[src/led_pkg.sv]
package led_pkg;

  // --------------------------------------
  // vector types
  // --------------------------------------

  // whole front panel
  typedef logic [15:0] led_word_t;

  // half panel: bar, sweep or error field
  typedef logic [7:0] led_byte_t;

  // clusters reported in a single clock cycle
  typedef logic [7:0] cluster_count_t;

  // clusters summed over one rate window
  typedef logic [31:0] rate_t;

  // --------------------------------------
  // status groups
  // --------------------------------------

  typedef struct packed {
    logic rxready;
    logic rxvalid;
    logic link_ready;
    logic request_received;  // single-cycle strobe
  } link_status_t;

  // all four are single-cycle strobes
  typedef struct packed {
    logic l1a;
    logic bc0;
    logic resync;
    logic vfat_reset;
  } ttc_cmd_t;

  typedef struct packed {
    logic mmcm_locked;
    logic elink_locked;
    logic logic_locked;
  } clock_status_t;

  // --------------------------------------
  // state encodings
  // --------------------------------------

  typedef enum logic {fade_up, fade_down} fade_dir_t;

  typedef enum logic {sweep_left, sweep_right} sweep_dir_t;

endpackage

[src/led_blinker.sv]
module led_blinker #(
  parameter int unsigned blink_bits = 21
) (
  input  logic clock,
  input  logic rst_n,
  output logic fast,
  output logic slow
);

  // one extra bit on top gives the half-rate tap
  logic [blink_bits:0] div_cnt;
  logic                fast_wrap;
  logic                slow_wrap;

  // low bits about to roll over to zero
  assign fast_wrap = &div_cnt[blink_bits-1:0];
  // whole counter about to roll over, every second fast wrap
  assign slow_wrap = &div_cnt;

  always_ff @(posedge clock or negedge rst_n) begin
    if (!rst_n) begin
      div_cnt <= '0;
      fast    <= 1'b0;
      slow    <= 1'b0;
    end else begin
      div_cnt <= div_cnt + 1'b1;
      if (fast_wrap) begin
        fast <= ~fast;
      end
      // slow heartbeat doubles as the error blink
      if (slow_wrap) begin
        slow <= ~slow;
      end
    end
  end

endmodule

[src/led_control.sv]
module led_control #(
  parameter int unsigned blink_bits   = 21,
  parameter int unsigned fade_bits    = 27,
  parameter int unsigned sweep_bits   = 22,
  parameter int unsigned flash_cycles = 4_000_000,
  parameter int unsigned rate_window  = 40_000_000
) (
  input  logic                    clock,
  input  logic                    rst_n,
  input  led_pkg::link_status_t   link,
  input  led_pkg::ttc_cmd_t       ttc,
  input  led_pkg::clock_status_t  clocks,
  input  led_pkg::cluster_count_t cluster_count,
  output led_pkg::led_word_t      led_out,
  output led_pkg::rate_t          cluster_rate
);

  import led_pkg::*;

  cluster_count_t count_q;
  logic [4:0]     strobes;
  led_byte_t      flashes;
  led_byte_t      sweep;
  led_byte_t      bar;
  logic           fast;
  logic           slow;
  logic           fade;

  // input register for the cluster count
  always_ff @(posedge clock or negedge rst_n) begin
    if (!rst_n) begin
      count_q <= '0;
    end else begin
      count_q <= cluster_count;
    end
  end

  // --------------------------------------
  // command flashes
  // --------------------------------------

  // order matches leds 12 down to 8
  assign strobes = {link.request_received, ttc.l1a, ttc.resync, ttc.bc0, ttc.vfat_reset};

  for (genvar i = 0; i < 5; i++) begin : g_flash
    led_flash #(.flash_cycles(flash_cycles)) flash_i (
      .clock  (clock),
      .rst_n  (rst_n),
      .strobe (strobes[i]),
      .flash  (flashes[i])
    );
  end

  assign flashes[7:5] = 3'b0;

  // --------------------------------------
  // pattern sources
  // --------------------------------------

  led_blinker #(.blink_bits(blink_bits)) blinker_i (
    .clock (clock),
    .rst_n (rst_n),
    .fast  (fast),
    .slow  (slow)
  );

  led_fader #(.fade_bits(fade_bits)) fader_i (
    .clock (clock),
    .rst_n (rst_n),
    .led   (fade)
  );

  led_cylon #(.sweep_bits(sweep_bits)) cylon_i (
    .clock (clock),
    .rst_n (rst_n),
    .sweep (sweep)
  );

  led_rate_bar #(.rate_window(rate_window)) rate_bar_i (
    .clock     (clock),
    .rst_n     (rst_n),
    .increment (count_q),
    .rate      (cluster_rate),
    .bar       (bar)
  );

  led_source_select select_i (
    .clock         (clock),
    .rst_n         (rst_n),
    .link          (link),
    .clocks        (clocks),
    .resync        (ttc.resync),
    .cluster_count (count_q),
    .fast          (fast),
    .slow          (slow),
    .fade          (fade),
    .flashes       (flashes),
    .sweep         (sweep),
    .bar           (bar),
    .led_out       (led_out)
  );

endmodule

[src/led_cylon.sv]
module led_cylon #(
  parameter int unsigned sweep_bits = 22
) (
  input  logic               clock,
  input  logic               rst_n,
  output led_pkg::led_byte_t sweep
);

  import led_pkg::*;

  logic [sweep_bits-1:0] prescale;
  logic                  step;
  sweep_dir_t            dir;

  // one move per prescaler wrap
  assign step = &prescale;

  always_ff @(posedge clock or negedge rst_n) begin
    if (!rst_n) begin
      prescale <= '0;
      sweep    <= 8'h01;
      dir      <= sweep_left;
    end else begin
      prescale <= prescale + 1'b1;
      if (step) begin
        case (dir)
          sweep_left: begin
            // bounce off bit 7
            if (sweep[7]) begin
              sweep <= sweep >> 1;
              dir   <= sweep_right;
            end else begin
              sweep <= sweep << 1;
            end
          end
          sweep_right: begin
            // bounce off bit 0
            if (sweep[0]) begin
              sweep <= sweep << 1;
              dir   <= sweep_left;
            end else begin
              sweep <= sweep >> 1;
            end
          end
          default: dir <= sweep_left;
        endcase
      end
    end
  end

endmodule

[src/led_fader.sv]
module led_fader #(
  parameter int unsigned fade_bits = 27
) (
  input  logic clock,
  input  logic rst_n,
  output logic led
);

  import led_pkg::*;

  // pwm phase in the low half, one brightness step per ramp counter wrap
  localparam int unsigned pwm_bits  = fade_bits / 2;
  localparam int unsigned step_bits = fade_bits - pwm_bits;

  logic [step_bits-1:0] ramp_cnt;
  logic [pwm_bits-1:0]  duty;
  logic                 step;
  fade_dir_t            dir;

  // brightness moves one level each time the ramp counter rolls over
  assign step = &ramp_cnt;

  always_ff @(posedge clock or negedge rst_n) begin
    if (!rst_n) begin
      ramp_cnt <= '0;
      duty     <= '0;
      dir      <= fade_up;
      led      <= 1'b0;
    end else begin
      ramp_cnt <= ramp_cnt + 1'b1;

      // pwm compare, registered so the output has no glitches
      led <= (ramp_cnt[pwm_bits-1:0] < duty);

      if (step) begin
        case (dir)
          fade_up: begin
            // hold at full brightness for one step, then turn
            if (&duty) begin
              dir <= fade_down;
            end else begin
              duty <= duty + 1'b1;
            end
          end
          fade_down: begin
            if (duty == '0) begin
              dir <= fade_up;
            end else begin
              duty <= duty - 1'b1;
            end
          end
          default: dir <= fade_up;
        endcase
      end
    end
  end

endmodule

[src/led_flash.sv]
module led_flash #(
  parameter int unsigned flash_cycles = 4_000_000
) (
  input  logic clock,
  input  logic rst_n,
  input  logic strobe,
  output logic flash
);

  // wide enough to hold flash_cycles itself
  localparam int unsigned cnt_bits = $clog2(flash_cycles + 1);

  logic [cnt_bits-1:0] remaining;

  // reload on every strobe, so a strobe during a flash restarts it
  always_ff @(posedge clock or negedge rst_n) begin
    if (!rst_n) begin
      remaining <= '0;
    end else if (strobe) begin
      remaining <= cnt_bits'(flash_cycles);
    end else if (remaining != '0) begin
      remaining <= remaining - 1'b1;
    end
  end

  // lit for exactly flash_cycles edges after the strobe
  assign flash = (remaining != '0);

endmodule

[src/led_rate_bar.sv]
module led_rate_bar #(
  parameter int unsigned rate_window = 40_000_000
) (
  input  logic                   clock,
  input  logic                   rst_n,
  input  led_pkg::cluster_count_t increment,
  output led_pkg::rate_t          rate,
  output led_pkg::led_byte_t      bar
);

  import led_pkg::*;

  localparam int unsigned win_bits = $clog2(rate_window);

  logic [win_bits-1:0] win_cnt;
  logic                win_last;
  rate_t               acc;
  rate_t               sum;

  // position of the highest set bit, plus one
  function automatic logic [5:0] bit_length(input rate_t value);
    logic [5:0] n;
    n = '0;
    for (int i = 0; i < 32; i++) begin
      if (value[i]) begin
        n = 6'(i + 1);
      end
    end
    return n;
  endfunction

  // lowest n leds lit, saturating at the full byte
  function automatic led_byte_t log_bar(input rate_t value);
    logic [5:0] n;
    n = bit_length(value);
    if (n >= 6'd8) begin
      return 8'hFF;
    end
    return led_byte_t'((9'd1 << n) - 9'd1);
  endfunction

  assign win_last = (win_cnt == win_bits'(rate_window - 1));

  // the count arriving on the last cycle still belongs to this window
  assign sum = acc + rate_t'(increment);

  // --------------------------------------
  // window accumulate and publish
  // --------------------------------------

  always_ff @(posedge clock or negedge rst_n) begin
    if (!rst_n) begin
      win_cnt <= '0;
      acc     <= '0;
      rate    <= '0;
      bar     <= '0;
    end else if (win_last) begin
      win_cnt <= '0;
      acc     <= '0;
      // rate and bar move together and hold for the next window
      rate    <= sum;
      bar     <= log_bar(sum);
    end else begin
      win_cnt <= win_cnt + 1'b1;
      acc     <= sum;
    end
  end

endmodule

[src/led_source_select.sv]
module led_source_select (
  input  logic                   clock,
  input  logic                   rst_n,
  input  led_pkg::link_status_t  link,
  input  led_pkg::clock_status_t clocks,
  input  logic                   resync,
  input  led_pkg::cluster_count_t cluster_count,
  input  logic                   fast,
  input  logic                   slow,
  input  logic                   fade,
  input  led_pkg::led_byte_t      flashes,
  input  led_pkg::led_byte_t      sweep,
  input  led_pkg::led_byte_t      bar,
  output led_pkg::led_word_t      led_out
);

  import led_pkg::*;

  logic      cluster_seen;
  led_byte_t high_byte;
  led_byte_t low_byte;
  led_byte_t err_byte;

  // --------------------------------------
  // cluster-seen flag
  // --------------------------------------

  // resync wins, so the sweep comes back for each new run
  always_ff @(posedge clock or negedge rst_n) begin
    if (!rst_n) begin
      cluster_seen <= 1'b0;
    end else if (resync) begin
      cluster_seen <= 1'b0;
    end else if (cluster_count != '0) begin
      cluster_seen <= 1'b1;
    end
  end

  // --------------------------------------
  // panel mux
  // --------------------------------------

  // flashes arrive already placed in bits 4..0, upper bits zero
  assign high_byte = {slow, fast, link.link_ready & fade, 5'b0} | flashes;

  // blinking field with the two secondary locks laid over it
  assign err_byte = {8{slow}} | {{4{clocks.elink_locked}}, {4{clocks.logic_locked}}};

  always_comb begin
    if (!link.rxready || !link.rxvalid) begin
      low_byte = {8{fade}};
    end else if (!clocks.mmcm_locked) begin
      low_byte = err_byte;
    end else if (!cluster_seen) begin
      low_byte = sweep;
    end else begin
      low_byte = bar;
    end
  end

  assign led_out = {high_byte, low_byte};

endmodule

[config.mk]
export PLATFORM = sky130hd
export DESIGN_NAME = led_control
export DESIGN_NICKNAME = d
export VERILOG_FILES = /design/src/led_pkg.sv /design/src/led_blinker.sv /design/src/led_control.sv /design/src/led_cylon.sv /design/src/led_fader.sv /design/src/led_flash.sv /design/src/led_rate_bar.sv /design/src/led_source_select.sv
export SDC_FILE = /design/constraint.sdc
export NUM_CORES = 1
export LEC_CHECK = 0
export BUFFER_PORTS_ARGS = -buffer_cell sky130_fd_sc_hd__buf_2
export CORE_ASPECT_RATIO = 2
export CORE_MARGIN = 2
export CORE_UTILIZATION = 41
export CTS_BUF_LIST = sky130_fd_sc_hd__clkbuf_8
export DETAILED_ROUTE_END_ITERATION = 16
export GPL_TIMING_DRIVEN = 0
export PLACE_DENSITY = 0.58
export SLEW_MARGIN = 25
export SYNTH_ARGS = -nofsm -noshare
export SYNTH_HDL_FRONTEND = slang
export SYNTH_SLANG_ARGS = --single-unit
[constraint.sdc]
create_clock -name clock -period 5.2 [get_ports clock]
set_input_delay 1.04 -clock clock [delete_from_list [all_inputs] [get_ports clock]]
set_output_delay 1.04 -clock clock [all_outputs]
set_load 0.005 [all_outputs]
==> out/metrics.cfg <==
[hold_path]
hp-class=primary input to async pin

[timing]
setup_ws_ns=0.345
slew_viol_final=0
clock_skew_ns=0.0255
hold_slack_ns=0.306
slew_headroom=0.331
setup_viol=0
rsz0062_at_grt=no
setup_tns_ns=0
tightest_slew_ns=0.988
finalHoldViolations=0
max_freq_mhz=206
fin_crit_sh=0.934
post-route-min-period_ns=4.86

[clock_network]
cts_hold_buf=0
cts_sinks=301
cts_made_buffers=45
root_buffer=clkbuf_8
clk_pin_slew_ns=0.07
tritoncts=built
clk_latency_ns=0.59
clock_path_buffers=3
htreeDepth=2

[detailed_routing]
drt_iter0_markers=538
wl_per_cell_microns=16.3
wl_mm=37.2
vias=12174
via_per_inst=5.33
postRouteAntennaNets=0
first_pass_iters=4
drcViolationCount=0

[setup_path]
path_max_fanout=10
startpoint_type=register
r2r-start=count_q[0]
reg2reg_slack_ns=0.34
worstSetupPathType=register to register
crit_start=count_q[0]
cp.required_ns=5.68
critPathCaptureType=register
arrival_ns=5.33

[synthesis]
syn_area_per_cell_sq_um=9.79
netlist_instances=1615
ys_seq_area_frac=0.477
async_reset_ff_frac=1.00
synth-warning-count=0
synth_edf_count=0
netlist_area_sq_um=15800
synthFlopType=dfrtp_1
synth_seq_cells=301
yosysUniqueCellTypes=95
synth_nets=1679

[global_routing]
first_global_vias=12674
grt-ovfl-total=0
grt_pass1_wl_mm=62.1
grt_start_max_net_pins=79
antenna_found_initial=1
track_usage=0.190

[cells_and_area]
layout_commonest_cell=dfrtp_1
syn_to_final_growth_pct=12.9
final_nets=1797
layout-drive-gt1-share=0.126
fillers=3629
layout_common_cells=300 x dfrtp_1, 171 x nor2_1, 147 x nand2_1
post-route-cell-area_sq_um=17800

[power_and_ir_drop]
ir_worst_vdd_uv=169
power_density_nw_per_um2=344
leakagePower_nw=7.75
power.total_w=0.00613

[floorplan]
die-area_sq_um=40200
placementRows=101
coreArea_sq_um=38000
io-pin-count=69
initial_utilization=0.416
dieHeight_microns=282
die_w_microns=143

[outcome]
status=completed

[placement]
port_buffers=67
finalWeightedCongestion=0.924
preCtsSetupSlack_ns=0.263
hpwl_mm=27.6
place_area_sq_um=16900

[job]
cap_violations=0

==> kinds of logic (layout without fill, tap and decap cells) <==
| group | after synthesis | in the layout | share of synthesized area |
|---|---|---|---|
| mux | 17 | 17 | 0.0111 |
| buf+inv | 108 | 259 | 0.0306 |
| fa+ha+maj | 43 | 43 | 0.0350 |
| other cells | 0 | 1 | 0 |
| simple gates | 684 | 684 | 0.222 |
| compound gates | 268 | 268 | 0.117 |
| flops | 301 | 301 | 0.477 |
| xor+xnor | 194 | 194 | 0.108 |
==> synthesized netlist by cell type, types with 10 or more instances <==
library cell	number	share of area
o21ai_0	90	0.028
a21oi_1	56	0.018
nand4_1	24	0.0095
a21o_1	16	0.0076
and3_1	35	0.014
nand2_1	147	0.035
xnor2_1	129	0.071
buf_4	10	0.0047
and2_1	11	0.0044
nand2b_1	31	0.012
nor4_1	30	0.012
dfrtp_1	300	0.47
inv_1	49	0.012
ha_1	41	0.032
nor2_1	171	0.041
xor2_1	64	0.035
nor3_1	61	0.019
or2_2	12	0.0047
clkbuf_1	36	0.0085
or3_1	22	0.0087
mux2i_1	16	0.010
nand3_1	71	0.022
or4_1	16	0.0076
==> through the flow <==
step	util	std cells
global placement	0.441	2197
finish	0.469	2282
detailed placement	0.444	2201
global route	0.469	2282
floorplan	-	1615
CTS	0.468	2281
==> metal layers <==
metal,global-route usage,part of all wire,vias up
li1,-,-,5876
met1,0.194,0.36,5961
met5,0,0,-
met2,0.367,0.55,221
met3,0.0256,0.032,116
met4,0.103,0.054,0
==> layout make-up <==
type	count	area, sq um	share of cell area
plain buffers	59	299	0.0168
well taps	515	644	0.0361
flip-flops and latches	301	7530	0.422
inverters	49	184	0.0103
diodes	1	2.50	0.000140
multi-input cells	1206	7810	0.438
clock buffers	59	812	0.0455
repair buffers	71	455	0.0255
clock inverters	21	100	0.00561
==> registers in the layout, indices dropped and copies added, names as in the netlist <==
signal                     cells
blinker_i.div_cnt             22
blinker_i.fast                 1
blinker_i.slow                 1
count_q                        8
cylon_i.dir                    1
cylon_i.prescale              22
cylon_i.sweep                  8
fader_i.dir                    1
fader_i.duty                  13
fader_i.led                    1
fader_i.ramp_cnt              14
g_flash.flash_i.remaining    110
rate_bar_i.acc                32
rate_bar_i.bar                 8
rate_bar_i.rate               32
rate_bar_i.win_cnt            26
select_i.cluster_seen          1
==> final timing paths <==
path | to | cells after the start
worst max register to register | rate_bar_i.bar[6] | 17
worst max-delay path | rate_bar_i.bar[6] | 17
worst min-delay path | g_flash[2].flash_i.remaining[16] | 1
min in group clock | rate_bar_i.win_cnt[8] | 1
worst min register to register | rate_bar_i.win_cnt[8] | 1
max in group asynchronous | g_flash[0].flash_i.remaining[18] | 4
==> where the power goes <==
| group | switching (W) | internal (W) | leakage, nW |
|---|---|---|---|
| clock | 0.000941 | 0.00102 | 0.526 |
| combinational | 0.000987 | 0.000566 | 3.34 |
| sequential | 0.000130 | 0.00248 | 3.88 |
| total | 0.00206 | 0.00407 | 7.75 |
==> critical path, cell delays in order, from the launching register on <==
cell	delay (ns)
dfrtp_1	0.40
ha_1	0.20
inv_1	0.06
fa_1	0.43
nand2b_2	0.24
a211oi_4	0.40
o211ai_4	0.24
buf_4	0.25
or4_1	0.50
nand3_1	0.10
nand4_1	0.10
o211ai_2	0.33
o2111ai_1	0.26
a211o_1	0.34
ha_1	0.27
nor4_1	0.31
a31oi_1	0.08
o31ai_1	0.21
==> repair_timing <==
action	CTS	global route
buffers inserted	0	0
setup endpoints to repair	0	2
gates resized for setup	0	3
Power figures use the tool's default switching activity.
